==> src/verilog/uart_pkg.sv <==
package uart_pkg;

    // 8N1 framing
    localparam int DATA_BITS = 8;

    localparam logic IDLE_LEVEL  = 1'b1; // line level between frames and in the stop bit
    localparam logic START_LEVEL = 1'b0;

    // one received byte, valid is a single-cycle strobe
    typedef struct packed {
        logic                 valid;
        logic [DATA_BITS-1:0] data;
    } rx_byte_t;

endpackage

==> src/verilog/sram_pkg.sv <==
package sram_pkg;

    localparam int SRAM_AW = 20; // word address, same as base_ram_addr on the board
    localparam int LANES   = 4;
    localparam int LANE_W  = 8;

    // one data word, either whole on the bus or split into byte lanes
    typedef union packed {
        logic [LANES*LANE_W-1:0]     word;
        logic [LANES-1:0][LANE_W-1:0] lanes; // lanes[0] is bits 7:0
    } sram_word_u;

    // strobes are all active low
    typedef struct packed {
        logic [SRAM_AW-1:0] addr;
        sram_word_u         wdata;
        logic [LANES-1:0]   be_n;
        logic               ce_n;
        logic               we_n;
    } sram_req_t;

    // byte enables with only the selected lane low
    function automatic logic [LANES-1:0] lane_be_n(input logic [$clog2(LANES)-1:0] lane);
        logic [LANES-1:0] one_hot;
        one_hot = LANES'(1) << lane;
        return ~one_hot;
    endfunction

endpackage

==> src/verilog/uart_rx.sv <==
module uart_rx import uart_pkg::*; #(
    parameter int CLKS_PER_BIT = 434
) (
    input  logic     clk_in,
    input  logic     arst_n,
    input  logic     rxd,
    output rx_byte_t rx,
    output logic     frame_err
);

    localparam int CNT_W = $clog2(CLKS_PER_BIT);
    localparam int IDX_W = $clog2(DATA_BITS);

    localparam logic [CNT_W-1:0] BIT_LAST  = CNT_W'(CLKS_PER_BIT - 1);
    localparam logic [CNT_W-1:0] HALF_LAST = CNT_W'(CLKS_PER_BIT / 2 - 1);
    localparam logic [IDX_W-1:0] IDX_LAST  = IDX_W'(DATA_BITS - 1);

    typedef enum logic [1:0] {IDLE, START, DATA, STOP} state_t;

    state_t               state_q;
    logic [2:0]           sync_q;   // two sync stages plus one for edge detect
    logic                 rxd_s;
    logic                 rxd_fall;
    logic                 tick;
    logic [CNT_W-1:0]     cnt_q;
    logic [IDX_W-1:0]     idx_q;
    logic [DATA_BITS-1:0] shift_q;
    logic [DATA_BITS-1:0] data_q;
    logic                 valid_q;

    assign rxd_s    = sync_q[1];
    assign rxd_fall = (sync_q[2] == IDLE_LEVEL) && (sync_q[1] == START_LEVEL);

    // mid-period of the start bit, then one full period per following bit
    assign tick = (state_q == START) ? (cnt_q == HALF_LAST) : (cnt_q == BIT_LAST);

    always_ff @(posedge clk_in or negedge arst_n) begin
        if (!arst_n) begin
            sync_q <= {3{IDLE_LEVEL}};
        end else begin
            sync_q <= {sync_q[1:0], rxd};
        end
    end

    always_ff @(posedge clk_in or negedge arst_n) begin
        if (!arst_n) begin
            state_q   <= IDLE;
            cnt_q     <= '0;
            idx_q     <= '0;
            valid_q   <= 1'b0;
            frame_err <= 1'b0;
        end else begin
            valid_q <= 1'b0;
            if (state_q == IDLE || tick) cnt_q <= '0;
            else cnt_q <= cnt_q + 1'b1;
            case (state_q)
                IDLE: begin
                    if (rxd_fall) state_q <= START;
                end
                START: begin
                    if (tick) begin
                        idx_q   <= '0;
                        state_q <= (rxd_s == START_LEVEL) ? DATA : IDLE; // glitch goes back
                    end
                end
                DATA: begin
                    if (tick) begin
                        idx_q <= idx_q + 1'b1;
                        if (idx_q == IDX_LAST) state_q <= STOP;
                    end
                end
                STOP: begin
                    if (tick) begin
                        state_q <= IDLE;
                        if (rxd_s == IDLE_LEVEL) valid_q <= 1'b1;
                        else frame_err <= 1'b1; // sticky
                    end
                end
                default: state_q <= IDLE;
            endcase
        end
    end

    always_ff @(posedge clk_in) begin
        if (state_q == DATA && tick) shift_q <= {rxd_s, shift_q[DATA_BITS-1:1]}; // lsb first
        if (state_q == STOP && tick) data_q <= shift_q;
    end

    assign rx.valid = valid_q;
    assign rx.data  = data_q;

endmodule

==> src/verilog/byte_fifo.sv <==
module byte_fifo import uart_pkg::*; #(
    parameter int FIFO_DEPTH = 16
) (
    input  logic                 clk_in,
    input  logic                 arst_n,
    input  rx_byte_t             wr,
    input  logic                 pop,
    output logic [DATA_BITS-1:0] rd_data,
    output logic                 empty,
    output logic                 overflow
);

    localparam int AW = $clog2(FIFO_DEPTH);

    logic [DATA_BITS-1:0] mem [FIFO_DEPTH];
    logic [AW:0]          wr_ptr_q;   // extra msb tells full from empty
    logic [AW:0]          rd_ptr_q;
    logic                 full;
    logic                 do_write;
    logic                 do_read;

    assign empty = (wr_ptr_q == rd_ptr_q);
    assign full  = (wr_ptr_q[AW] != rd_ptr_q[AW])
                && (wr_ptr_q[AW-1:0] == rd_ptr_q[AW-1:0]);

    assign do_write = wr.valid && !full;
    assign do_read  = pop && !empty;

    // show-ahead, head byte is always on the output
    assign rd_data = mem[rd_ptr_q[AW-1:0]];

    always_ff @(posedge clk_in or negedge arst_n) begin
        if (!arst_n) begin
            wr_ptr_q <= '0;
            rd_ptr_q <= '0;
            overflow <= 1'b0;
        end else begin
            if (do_write) wr_ptr_q <= wr_ptr_q + 1'b1;
            if (do_read) rd_ptr_q <= rd_ptr_q + 1'b1;
            if (wr.valid && full) begin
                overflow <= 1'b1; // byte is lost, flag stays until reset
            end
        end
    end

    always_ff @(posedge clk_in) begin
        if (do_write) begin
            mem[wr_ptr_q[AW-1:0]] <= wr.data;
        end
    end

endmodule

==> src/verilog/sram_loader.sv <==
module sram_loader import sram_pkg::*; #(
    parameter logic [SRAM_AW-1:0] BASE_ADDR = '0
) (
    input  logic              clk_in,
    input  logic              arst_n,
    input  logic              load_en,
    input  logic [LANE_W-1:0] rd_data,
    input  logic              empty,
    output logic              pop,
    output sram_req_t         sram,
    output logic [31:0]       byte_count
);

    localparam int LANE_IDX_W = $clog2(LANES);
    localparam int PTR_W      = SRAM_AW + LANE_IDX_W;

    typedef enum logic [1:0] {IDLE, WRITE, RECOVER} state_t;

    state_t                  state_q;
    logic [31:0]             count_q;
    logic [PTR_W-1:0]        byte_ptr;
    logic [LANE_IDX_W-1:0]   lane;
    logic [SRAM_AW-1:0]      word_addr;
    sram_word_u              wdata_d;
    sram_word_u              wdata_q;
    logic [SRAM_AW-1:0]      addr_q;
    logic [LANES-1:0]        be_n_q;
    logic                    ce_n_q;
    logic                    we_n_q;

    // bytes written so far double as the byte pointer
    assign byte_ptr  = count_q[PTR_W-1:0];
    assign lane      = byte_ptr[LANE_IDX_W-1:0];
    assign word_addr = BASE_ADDR + byte_ptr[PTR_W-1:LANE_IDX_W];

    assign pop = (state_q == IDLE) && load_en && !empty;

    // byte on its own lane, the other lanes zero
    always_comb begin
        wdata_d.lanes       = '0;
        wdata_d.lanes[lane] = rd_data;
    end

    always_ff @(posedge clk_in or negedge arst_n) begin
        if (!arst_n) begin
            state_q <= IDLE;
            count_q <= '0;
            be_n_q  <= '1;
            ce_n_q  <= 1'b1;
            we_n_q  <= 1'b1;
        end else begin
            case (state_q)
                IDLE: begin
                    if (pop) begin
                        state_q <= WRITE;
                        ce_n_q  <= 1'b0;
                        we_n_q  <= 1'b0;
                        be_n_q  <= lane_be_n(lane);
                    end
                end
                WRITE: begin    // single write cycle on the bus
                    state_q <= RECOVER;
                    ce_n_q  <= 1'b1;
                    we_n_q  <= 1'b1;
                    be_n_q  <= '1;
                    count_q <= count_q + 1'b1;
                end
                RECOVER: begin
                    state_q <= IDLE;
                end
                default: state_q <= IDLE;
            endcase
        end
    end

    // address and data are captured with the popped byte
    always_ff @(posedge clk_in) begin
        if (pop) begin
            addr_q  <= word_addr;
            wdata_q <= wdata_d;
        end
    end

    assign sram.addr       = addr_q;
    assign sram.wdata.word = wdata_q.word;
    assign sram.be_n       = be_n_q;
    assign sram.ce_n       = ce_n_q;
    assign sram.we_n       = we_n_q;

    assign byte_count = count_q;

endmodule

==> src/verilog/uart_loader_top.sv <==
module uart_loader_top import uart_pkg::*, sram_pkg::*; #(
    parameter int                 CLKS_PER_BIT = 434, // 50 MHz, 115200 baud
    parameter int                 FIFO_DEPTH   = 16,
    parameter logic [SRAM_AW-1:0] BASE_ADDR    = '0
) (
    input  logic        clk_in,
    input  logic        arst_n,
    input  logic        rxd,
    input  logic        load_en,
    output sram_req_t   sram,
    output logic        frame_err,
    output logic        overflow,
    output logic [31:0] byte_count
);

    rx_byte_t             rx;
    logic [DATA_BITS-1:0] fifo_data;
    logic                 fifo_empty;
    logic                 fifo_pop;

    uart_rx #(
        .CLKS_PER_BIT (CLKS_PER_BIT)
    ) uart_rx_inst (
        .clk_in    (clk_in),
        .arst_n    (arst_n),
        .rxd       (rxd),
        .rx        (rx),
        .frame_err (frame_err)
    );

    // no back-pressure towards the receiver, full drops the byte
    byte_fifo #(
        .FIFO_DEPTH (FIFO_DEPTH)
    ) byte_fifo_inst (
        .clk_in   (clk_in),
        .arst_n   (arst_n),
        .wr       (rx),
        .pop      (fifo_pop),
        .rd_data  (fifo_data),
        .empty    (fifo_empty),
        .overflow (overflow)
    );

    sram_loader #(
        .BASE_ADDR (BASE_ADDR)
    ) sram_loader_inst (
        .clk_in     (clk_in),
        .arst_n     (arst_n),
        .load_en    (load_en),
        .rd_data    (fifo_data),
        .empty      (fifo_empty),
        .pop        (fifo_pop),
        .sram       (sram),
        .byte_count (byte_count)
    );

endmodule

==> config.mk <==
export PLATFORM = sky130hd
export DESIGN_NAME = uart_loader_top
export DESIGN_NICKNAME = d
export VERILOG_FILES = /design/src/verilog/uart_pkg.sv /design/src/verilog/sram_pkg.sv /design/src/verilog/uart_rx.sv /design/src/verilog/byte_fifo.sv /design/src/verilog/sram_loader.sv /design/src/verilog/uart_loader_top.sv
export SDC_FILE = /design/constraint.sdc
export NUM_CORES = 1
export LEC_CHECK = 0
export BUFFER_PORTS_ARGS = -buffer_cell sky130_fd_sc_hd__buf_2
export CORE_ASPECT_RATIO = 0.9
export CORE_MARGIN = 8
export CORE_UTILIZATION = 59
export CTS_CLUSTER_DIAMETER = 120
export DETAILED_ROUTE_END_ITERATION = 16
export PLACE_DENSITY = 0.77
export SETUP_SLACK_MARGIN = 0.15
export SYNTH_ARGS = -nofsm -noshare
export SYNTH_HDL_FRONTEND = slang
export SYNTH_HIERARCHICAL = 1
export SYNTH_SLANG_ARGS = --single-unit
==> constraint.sdc <==
create_clock -name clk_in -period 7.6 [get_ports clk_in]
set_input_delay 1.52 -clock clk_in [delete_from_list [all_inputs] [get_ports clk_in]]
set_output_delay 1.52 -clock clk_in [all_outputs]
set_load 0.03 [all_outputs]
==> impl_metrics.ini, run 1 <==
[clocking]
clkTransAtPathRegs_ns = 0.06
root_buffer = clkbuf_16
cts_setup_buffers = 0
cts_resized = 0
clkLatencyLatePin_ns = 0.53
cts_sinks = 265
clock_path_buffers = 3
cts_tree = done
ctsHoldBuffers = 0
htreeDepth = 1
numCtsBuffers = 26

[critical_path]
critPathLaunchType = flop
rr_worst_depth = 4
reg2reg_to = byte_fifo_inst/mem[8][6]$_DFFE_PP_
crit_fanout = 36
required_ns = 7.75
endpoint_kind = flop
regToRegStartpoint = byte_fifo_inst/rd_ptr_q[1]$_DFFE_PN0P_
crit_arrival_ns = 3.42
path_class = flop to flop
ff2ff_setup_slack_ns = 4.33

[sta]
hold_slack_ns = 0.355
fin_ws_ns = 4.33
period_needed_ns = 3.27
timing.slew.headroom = 0.223
tightest_slew_ns = 1.16
skew_ns = 0.0252
fmax_mhz = 306
finalSetupViolCount = 0
hold_viol_final = 0
fin_crit_sh = 0.431
drv_slew = 0
tns_ns = 0
rsz0062_at_grt = false

[routing]
drc = 0
vias = 5607
viasPerCell = 5.77
drt_iter0_markers = 495
routedWlPerCell_um = 21.2
drt-pass1-iter-count = 5
drtAntennaViolNets = 0
totalWireLength_mm = 20.6

[final_layout]
ff_latch_area_um2 = 7620
area_growth_pct = 14.2
multi_input_area_um2 = 2730
finalInstanceArea_um2 = 12100
nets = 729
drive_above_1_share = 0.257
final_common_cell = edfxtp_1
fin_util = 0.687
fill_cells = 1112
final_cell_mix = 196 x edfxtp_1, 95 x buf_2, 60 x dfrtp_1, 40 x xnor2_1, 36 x and2_1
num_antenna_cells = 0

[placed_design]
gp_congestion = 0.846
dp_worst_setup_slack_ns = 4.29
place_area_um2 = 11200
io_buffers = 95
hpwlAfterDp_mm = 13.8

[global_route]
grt-ovfl-total = 0
grt_pass1_vias = 5576
met1_usage = 0.242
use_met3 = 0.0423
antenna_found_initial = 0
grt_pass1_wl_mm = 31.5
grt_usage = 0.183
grt.busiest_layer = met2
grt_max_degree = 70
grtUsageMet2 = 0.295

[synthesis]
netlist_instances = 608
synth_warnings = 6
synth_area_per_cell_um2 = 17.4
synth_top_flop_cell = edfxtp_1
syn_area_um2 = 10600
synth_seq_cells = 265
yosysSeqAreaShare = 0.722
synth_top_family_by_area = simple AND/OR/NAND/NOR gates
muxShareOfSynthArea = 0.0760
synth-xor-area-share = 0.0415
synth_compound_area_frac = 0.0300
async_flop_share = 0.260
syn-num-nets = 624
synthAdderAreaFrac = 0.0142
synth-simple-area-share = 0.0965
ys_types = 61
synth_edf_count = 196

[floorplanning]
die-area_um2 = 22400
num_io_pins = 96
row_count = 46
die-width_um = 157
start_util = 0.601
core_area_um2 = 17600
die_h_um = 143

[run]
maxCapViolCount = 0

[power_and_ir_drop]
power.density_nw_per_um2 = 241
leakage_nw = 4.47
irDropWorstVdd_mv = 0.212

[run_status]
outcome = complete, no violations

[min_path]
hold_class = flop to flop
min_to = uart_rx_inst/sync_q[1]$_DFF_PN1_
hold_start = uart_rx_inst/sync_q[0]$_DFF_PN1_
holdPathStages = 0
metrics by stage:
step / total power [mW] / instances
after floorplan: 1.66 / 608
after global placement: 1.68 / 925
after detailed placement: 1.69 / 925
after CTS: 2.93 / 972
after global routing: 2.99 / 972
final: 2.91 / 972
flip-flops by register name (all words and copies together) (netlist names), 2 cells and up, named ones only:
| signal | flops |
|---|---|
| sram_loader_inst/state_q | 2 |
| uart_rx_inst/cnt_q | 9 |
| uart_rx_inst/idx_q | 3 |
| byte_fifo_inst/rd_ptr_q | 5 |
| sram_loader_inst/byte_count | 32 |
| uart_rx_inst/data_q | 8 |
| uart_rx_inst/shift_q | 8 |
| sram_loader_inst/addr_q | 20 |
| byte_fifo_inst/mem | 128 |
| sram_loader_inst/be_n_q | 4 |
| uart_rx_inst/sync_q | 3 |
| sram_loader_inst/wdata_q | 32 |
| byte_fifo_inst/wr_ptr_q | 5 |
logic make-up (layout without fill, tap and decap cells):
group	Yosys count	after routing
compound gates	42	42
xor+xnor	50	50
fa+ha+maj	12	12
buf+inv	36	160
flops	265	265
mux	36	36
simple gates	167	167
where the power goes:
part           switching [mW]  leakage (nW)  internal (mW)  total (mW)
sequential             0.0326          2.69           1.56        1.59
clock                   0.514         0.411          0.730        1.24
combinational          0.0357          1.37         0.0312      0.0670
total                   0.583          4.47           2.32        2.91
worst max-delay path by stage:
stage,endpoint,cells after the start,from,slack (ns)
after floorplan,byte_fifo_inst/rd_ptr_q[1]$_DFFE_PN0P_,3,load_en,1.59
after global placement,sram_loader_inst/wdata_q[28]$_DFFE_PP_,5,byte_fifo_inst/rd_ptr_q[1]$_DFFE_PN0P_,4.53
after detailed placement,byte_fifo_inst/mem[8][7]$_DFFE_PP_,4,byte_fifo_inst/rd_ptr_q[1]$_DFFE_PN0P_,4.29
after CTS,byte_fifo_inst/mem[8][7]$_DFFE_PP_,4,byte_fifo_inst/rd_ptr_q[1]$_DFFE_PN0P_,4.28
after global routing,byte_fifo_inst/mem[8][2]$_DFFE_PP_,4,byte_fifo_inst/rd_ptr_q[1]$_DFFE_PN0P_,4.02
final,byte_fifo_inst/mem[8][6]$_DFFE_PP_,4,byte_fifo_inst/rd_ptr_q[1]$_DFFE_PN0P_,4.33
area by class of cell:
| cell class | count | share of cell area |
|---|---|---|
| Clock inverter | 12 | 0.0102 |
| Timing Repair Buffer | 101 | 0.0432 |
| Clock buffer | 35 | 0.0593 |
| Inverter | 12 | 0.00373 |
| Multi-Input combinational cell | 307 | 0.227 |
| Tap cell | 240 | 0.0249 |
| Sequential cell | 265 | 0.632 |
synthesized netlist by cell type (3+ instances only):
| master | n | area, µm² |
|---|---|---|
| a21oi_1 | 5 | 25.0 |
| a22oi_1 | 17 | 128 |
| and2_1 | 36 | 225 |
| and3_1 | 7 | 43.8 |
| and4_1 | 3 | 26.3 |
| buf_2 | 5 | 25.0 |
| buf_4 | 6 | 45.0 |
| buf_6 | 4 | 45.0 |
| clkbuf_1 | 6 | 22.5 |
| dfrtp_1 | 61 | 1530 |
| dfstp_2 | 8 | 210 |
| edfxtp_1 | 196 | 5890 |
| ha_1 | 12 | 150 |
| inv_1 | 11 | 41.3 |
| mux4_1 | 9 | 236 |
| mux4_2 | 23 | 518 |
| nand2_1 | 26 | 97.6 |
| nand3_1 | 17 | 85.1 |
| nand4_1 | 13 | 81.3 |
| nand4b_1 | 3 | 26.3 |
| nor2_1 | 13 | 48.8 |
| nor2b_1 | 4 | 25.0 |
| nor3_1 | 24 | 120 |
| nor4_1 | 3 | 18.8 |
| o21ai_0 | 4 | 20.0 |
| xnor2_1 | 40 | 350 |
| xor2_1 | 10 | 87.6 |
critical path, cell delays in order, from the launching register on:
cell and delay, ns:
dfrtp_2 1.05, xnor2_1 0.16, nand4_1 0.43, nor2_2 0.26
nor3_1 0.97
routing by layer:
layer	part of all wire	up-vias	wire, µm
met5	0	-	0
met4	0.028	0	580
met3	0.080	42	1640
met2	0.48	241	9870
met1	0.41	2780	8490
li1	-	2544	-
No activity file was read; power rests on OpenSTA's default activity.
==> run 2, diff against run 1 <==
ABC_AREA = 1   (was unset)
CORE_UTILIZATION = 60   (was 59)
PLACE_DENSITY = 0.78   (was 0.77)
clock period = 3.05 ns   (was 7.6 ns; I/O delays follow)
==> run 2 against run 1 <==
  * Critical path depth rose by 3
  * Cell area increased by 6.7%
  * Sequential power is 150% higher
  * Register-to-register slack lost 3.7 ns
  * Cell count up 46%
  * Count of clock-buffer cells in the layout decreased by 6
  * Clock skew shrank 0.013 ns
  * Global-route usage rose by 2.0 points
  * Critical endpoint is now byte_fifo_inst/mem[4][6]$_DFFE_PP_
  * Largest cell class unchanged
  * Highest routed layer unchanged
==> impl_metrics.ini, run 2 <==
[run_status]
outcome = complete, no violations

[critical_path]
path_class = flop to flop
critPathLaunchType = flop
reg2reg_to = byte_fifo_inst/mem[4][6]$_DFFE_PP_
endpoint_kind = flop
required_ns = 3.20
crit_arrival_ns = 2.57
rr_worst_depth = 7
crit_fanout = 34
regToRegStartpoint = byte_fifo_inst/rd_ptr_q[0]$_DFFE_PN0P_
ff2ff_setup_slack_ns = 0.63

[clocking]
numCtsBuffers = 26
htreeDepth = 1
clkTransAtPathRegs_ns = 0.06
cts_sinks = 265
root_buffer = clkbuf_16
cts_setup_buffers = 0
cts_tree = done
cts_resized = 0
ctsHoldBuffers = 0
clock_path_buffers = 3
clkLatencyLatePin_ns = 0.52

[sta]
tns_ns = 0
tightest_slew_ns = 0.838
timing.slew.headroom = 0.442
fin_crit_sh = 0.792
hold_viol_final = 0
fmax_mhz = 414
fin_ws_ns = 0.634
skew_ns = 0.0125
period_needed_ns = 2.42
drv_slew = 0
rsz0062_at_grt = false
finalSetupViolCount = 0

[synthesis]
synth_area_per_cell_um2 = 10.7
yosys-top-cells-count = 265 x nand2_1, 196 x edfxtp_1, 149 x nor2_1, 110 x inv_1, 63 x nand3_1
yosysSeqAreaShare = 0.675
synthMostInstantiatedCell = nand2_1
netlist_instances = 1054
syn_area_um2 = 11300
ys_types = 33
synth_seq_cells = 265
synth_top_flop_cell = edfxtp_1
yosysTopAreaCell = edfxtp_1
synth_edf_count = 196
synthTopCellsByArea = edfxtp_1 52%, dfrtp_1 14%, nand2_1 8.8%
syn-num-nets = 1070
async_flop_share = 0.260
synth.top_cell.area_share = 0.521
synth_warnings = 6

[placed_design]
hpwlAfterDp_mm = 16.1
gp_congestion = 0.878
dp.cells = 1369
dp_worst_setup_slack_ns = 0.731
io_buffers = 95

[floorplanning]
die-area_um2 = 23500
start_util = 0.613
core_area_um2 = 18400
die-width_um = 161
row_count = 47
die_h_um = 146
num_io_pins = 96

[global_route]
antenna_found_initial = 0
grt_max_degree = 45
grt_usage = 0.203
met1_usage = 0.277
grt-ovfl-total = 0
use_met3 = 0.0441
grt.busiest_layer = met2
grt_pass1_wl_mm = 38.7
grtUsageMet2 = 0.325
grt_pass1_vias = 7346

[routing]
drtAntennaViolNets = 0
drt-pass1-iter-count = 5
totalWireLength_mm = 24.3
drc = 0
viasPerCell = 5.39
drt_iter0_markers = 845
routedWlPerCell_um = 17.1
vias = 7634

[power_and_ir_drop]
irDropWorstVdd_mv = 0.589
power.density_nw_per_um2 = 578
leakage_nw = 5.74

[final_layout]
stdcell_count = 1416
nets = 1168
drive_above_1_share = 0.157
num_antenna_cells = 0
area_growth_pct = 13.9
final_common_cell = nand2_1
largest_reg_flops = 128
final_cell_mix = 265 x nand2_1, 196 x edfxtp_1, 149 x nor2_1, 110 x inv_1, 95 x buf_2
fill_cells = 1280

[run]
maxCapViolCount = 0

[min_path]
hold_class = input port to async pin
-- run 2: cell types whose count changed after synthesis, sizes merged, moves of 32 or more --
cell / delta
nand3: +51
and2: -36
mux4: -32
o21ai: +55
nor2: +147
inv: +104
nand2: +246
-- run 2: how the worst max path moves through the flow --
| stage | cells after the start | slack, ns | startpoint | to |
|---|---|---|---|---|
| detailed placement | 7 | 0.73 | byte_fifo_inst/rd_ptr_q[0]$_DFFE_PN0P_ | byte_fifo_inst/mem[4][6]$_DFFE_PP_ |
| floorplan | 11 | 0.67 | byte_fifo_inst/rd_ptr_q[1]$_DFFE_PN0P_ | byte_fifo_inst/rd_ptr_q[0]$_DFFE_PN0P_ |
| CTS | 7 | 0.63 | byte_fifo_inst/rd_ptr_q[0]$_DFFE_PN0P_ | byte_fifo_inst/mem[4][6]$_DFFE_PP_ |
| global route | 7 | 0.44 | byte_fifo_inst/rd_ptr_q[0]$_DFFE_PN0P_ | byte_fifo_inst/mem[4][6]$_DFFE_PP_ |
| global placement | 7 | 0.79 | byte_fifo_inst/rd_ptr_q[0]$_DFFE_PN0P_ | byte_fifo_inst/mem[4][3]$_DFFE_PP_ |
| finish | 7 | 0.63 | byte_fifo_inst/rd_ptr_q[0]$_DFFE_PN0P_ | byte_fifo_inst/mem[4][6]$_DFFE_PP_ |
-- run 2: cells by family after synthesis --
logic type               after synthesis  share of synthesized area
XOR/XNOR                              30                     0.0233
AO/OA/AOI/OAI                         69                     0.0314
buffers and inverters                150                     0.0560
flip-flops                           265                      0.675
adder cells (fa/ha/maj)               12                     0.0133
AND/OR/NAND/NOR                      528                      0.201
-- run 2: metrics by stage --
stage / total power [mW] / hold slack [ns] / area, µm² / util
floorplan: 4.17 / 0.314 / 11300 / -
global placement: 4.18 / 0.347 / 12000 / 0.650
detailed placement: 4.20 / 0.349 / 12000 / 0.650
CTS: 7.46 / 0.146 / 12900 / 0.699
global route: 7.63 / 0.170 / 12900 / 0.699
finish: 7.43 / 0.132 / 12900 / 0.699
-- run 2: power by group --
group	switching, mW	internal, mW
Sequential	0.0426	3.87
Clock	1.29	2.02
Combinational	0.149	0.0636
-- run 2: final cells by class --
class                           count  area [µm²]  area share
Timing Repair Buffer              103         561      0.0436
Tap cell                          245         307      0.0238
Inverter                          117         439      0.0341
Clock inverter                     18         210      0.0163
Multi-Input combinational cell    639        3040       0.236
Clock buffer                       29         683      0.0531
Sequential cell                   265        7620       0.593
-- run 2: critical path: stages, from the launching register on --
cell and delay [ns]:
dfrtp_2 0.41, inv_2 0.38, nand2_1 0.13, nand2_1 0.11, nor2_2 0.07, nand3_4 0.13
nand2_4 0.18, nor2_1 0.62
-- run 2: metal layers --
metal | share of wire | vias to the layer above
li1 | - | 3626
met1 | 0.42 | 3623
met2 | 0.47 | 331
met3 | 0.091 | 54
met4 | 0.023 | 0
met5 | 0 | -
==> run 3, diff against run 2 <==
clock period = 2.5 ns   (was 3.05 ns; I/O delays follow)
==> run 3 against run 2 <==
  * Sequential share of layout area is 0.62 points lower
  * Critical path type unchanged
  * Utilization grew 0.73 points
  * Clock skew increased by 0.0062 ns
  * Highest routed layer unchanged
==> impl_metrics.ini, run 3 (synthesized netlist as in run 2, its figures left out) <==
[sta]
drv_slew = 0
skew_ns = 0.0187
tns_ns = 0
timing.slew.headroom = 0.519
fin_crit_sh = 0.798
finalSetupViolCount = 0
period_needed_ns = 2.00
fmax_mhz = 501
rsz0062_at_grt = false
tightest_slew_ns = 0.721
hold_viol_final = 0

[clocking]
clkLatencyLatePin_ns = 0.54
cts_resized = 0
cts_setup_buffers = 0
clkTransAtPathRegs_ns = 0.06
ctsHoldBuffers = 0
clock_path_buffers = 3
numCtsBuffers = 27
htreeDepth = 1
cts_sinks = 265
root_buffer = clkbuf_16
cts_tree = done

[final_layout]
final_common_cell = nand2_1
drive_above_1_share = 0.175
final_cell_mix = 265 x nand2_1, 196 x edfxtp_1, 149 x nor2_1, 109 x inv_1, 95 x buf_2
num_antenna_cells = 0
nets = 1189
largest_reg_flops = 128
area_growth_pct = 15.1
finalInstanceArea_um2 = 13000

[floorplanning]
row_count = 47
core_area_um2 = 18400
start_util = 0.613
die_h_um = 146
die-area_um2 = 23500
die-width_um = 161
num_io_pins = 96

[placed_design]
hpwlAfterDp_mm = 16.2
place_area_um2 = 12100
gp_congestion = 0.845
io_buffers = 95

[global_route]
grt-ovfl-total = 0
grt_usage = 0.207
grt_pass1_vias = 7521
grt_pass1_wl_mm = 39.6
grt_max_degree = 58
antenna_found_initial = 0

[critical_path]
crit_top_cell = nand2_1
endpoint_kind = flop
crit_chain = ha_1 -> nand2_1 -> nor2_1 -> nand3_2 -> nor2_4 -> nand2_1 -> xor2_1
rr_worst_depth = 7
critPathMaxStageDelay_ns = 0.48
reg2reg_to = sram_loader_inst/byte_count[22]$_DFFE_PN0P_
slowest_stage = ha_1
critPathLaunchType = flop
crit_fanout = 12
regToRegStartpoint = sram_loader_inst/byte_count[0]$_DFFE_PN0P_
ff2ff_setup_slack_ns = 0.50
path_class = flop to flop
crit_arrival_ns = 2.41
required_ns = 2.91

[routing]
drt-pass1-iter-count = 6
viasPerCell = 5.33
totalWireLength_mm = 24.4
routedWlPerCell_um = 17.0
drtAntennaViolNets = 0
drt_iter0_markers = 694
drc = 0
vias = 7668

[min_path]
hold_class = input port to async pin

[run]
maxCapViolCount = 0

[run_status]
outcome = complete, no violations

[power_and_ir_drop]
irDropWorstVdd_mv = 0.646
leakage_nw = 5.84
power.density_nw_per_um2 = 686
==> run 3: cell count changes in the layout (fill, tap and decap cells not counted), moves of 3 or more <==
cell,previous run,this run
buf_4,6,25
clkinv_2,6,9
clkinv_1,8,5
bufinv_16,5,2
==> run 3: worst max-delay path by stage <==
stage / from / endpoint / slack (ns) / cells after the start
final: sram_loader_inst/byte_count[0]$_DFFE_PN0P_ / sram_loader_inst/byte_count[22]$_DFFE_PN0P_ / 0.50 / 7
after global routing: byte_fifo_inst/rd_ptr_q[0]$_DFFE_PN0P_ / sram_loader_inst/be_n_q[3]$_DFFE_PN1P_ / 0.29 / 10
after CTS: byte_fifo_inst/rd_ptr_q[0]$_DFFE_PN0P_ / sram_loader_inst/wdata_q[15]$_DFFE_PP_ / 0.50 / 8
after detailed placement: byte_fifo_inst/rd_ptr_q[0]$_DFFE_PN0P_ / sram_loader_inst/wdata_q[31]$_DFFE_PP_ / 0.53 / 8
after global placement: byte_fifo_inst/rd_ptr_q[0]$_DFFE_PN0P_ / sram_loader_inst/wdata_q[24]$_DFFE_PP_ / 0.58 / 12
after floorplan: byte_fifo_inst/rd_ptr_q[1]$_DFFE_PN0P_ / byte_fifo_inst/rd_ptr_q[0]$_DFFE_PN0P_ / 0.15 / 11
==> run 3: stage by stage <==
step / util / cells / setup WS (ns) / hold slack, ns / power (mW)
4_1_cts: 0.706 / 1438 / 0.498 / 0.0336 / 8.97
3_5_place_dp: 0.659 / 1389 / 0.529 / 0.349 / 5.11
6_report: 0.706 / 1438 / 0.504 / 0.0145 / 8.91
3_3_place_gp: 0.659 / 1389 / 0.585 / 0.347 / 5.11
2_1_floorplan: - / 1054 / 0.154 / 0.204 / 5.08
5_1_grt: 0.706 / 1438 / 0.293 / 0.0498 / 9.21
==> run 3: critical path: cells and delay by family, from the launching register on <==
| kind | cells | cell delay, ns |
|---|---|---|
| simple gates | 5 | 0.77 |
| fa+ha+maj | 1 | 0.48 |
| flops | 1 | 0.46 |
| xor+xnor | 1 | 0.16 |
==> run 3: report_power, final <==
group / total, mW / switching [mW] / internal, mW
Combinational: 0.254 / 0.173 / 0.0803
Clock: 3.89 / 1.61 / 2.27
Sequential: 4.77 / 0.0504 / 4.72
Total: 8.91 / 1.84 / 7.07
==> run 3: layout make-up <==
class                   instances  area (µm²)
multi-input cells             639        3040
well taps                     245         307
fillers                      1300        5410
inverters                     117         439
flip-flops and latches        265        7620
clock buffers                  32         726
repair buffers                123         723
clock inverters                17         140
==> run 3: routing by layer <==
metal | routed length, µm | vias to the layer above | track usage
li1 | - | 3673 | -
met4 | 497 | 0 | 0.0584
met3 | 2390 | 44 | 0.0492
met2 | 11900 | 332 | 0.349
met5 | 0 | - | 0
met1 | 9680 | 3619 | 0.264
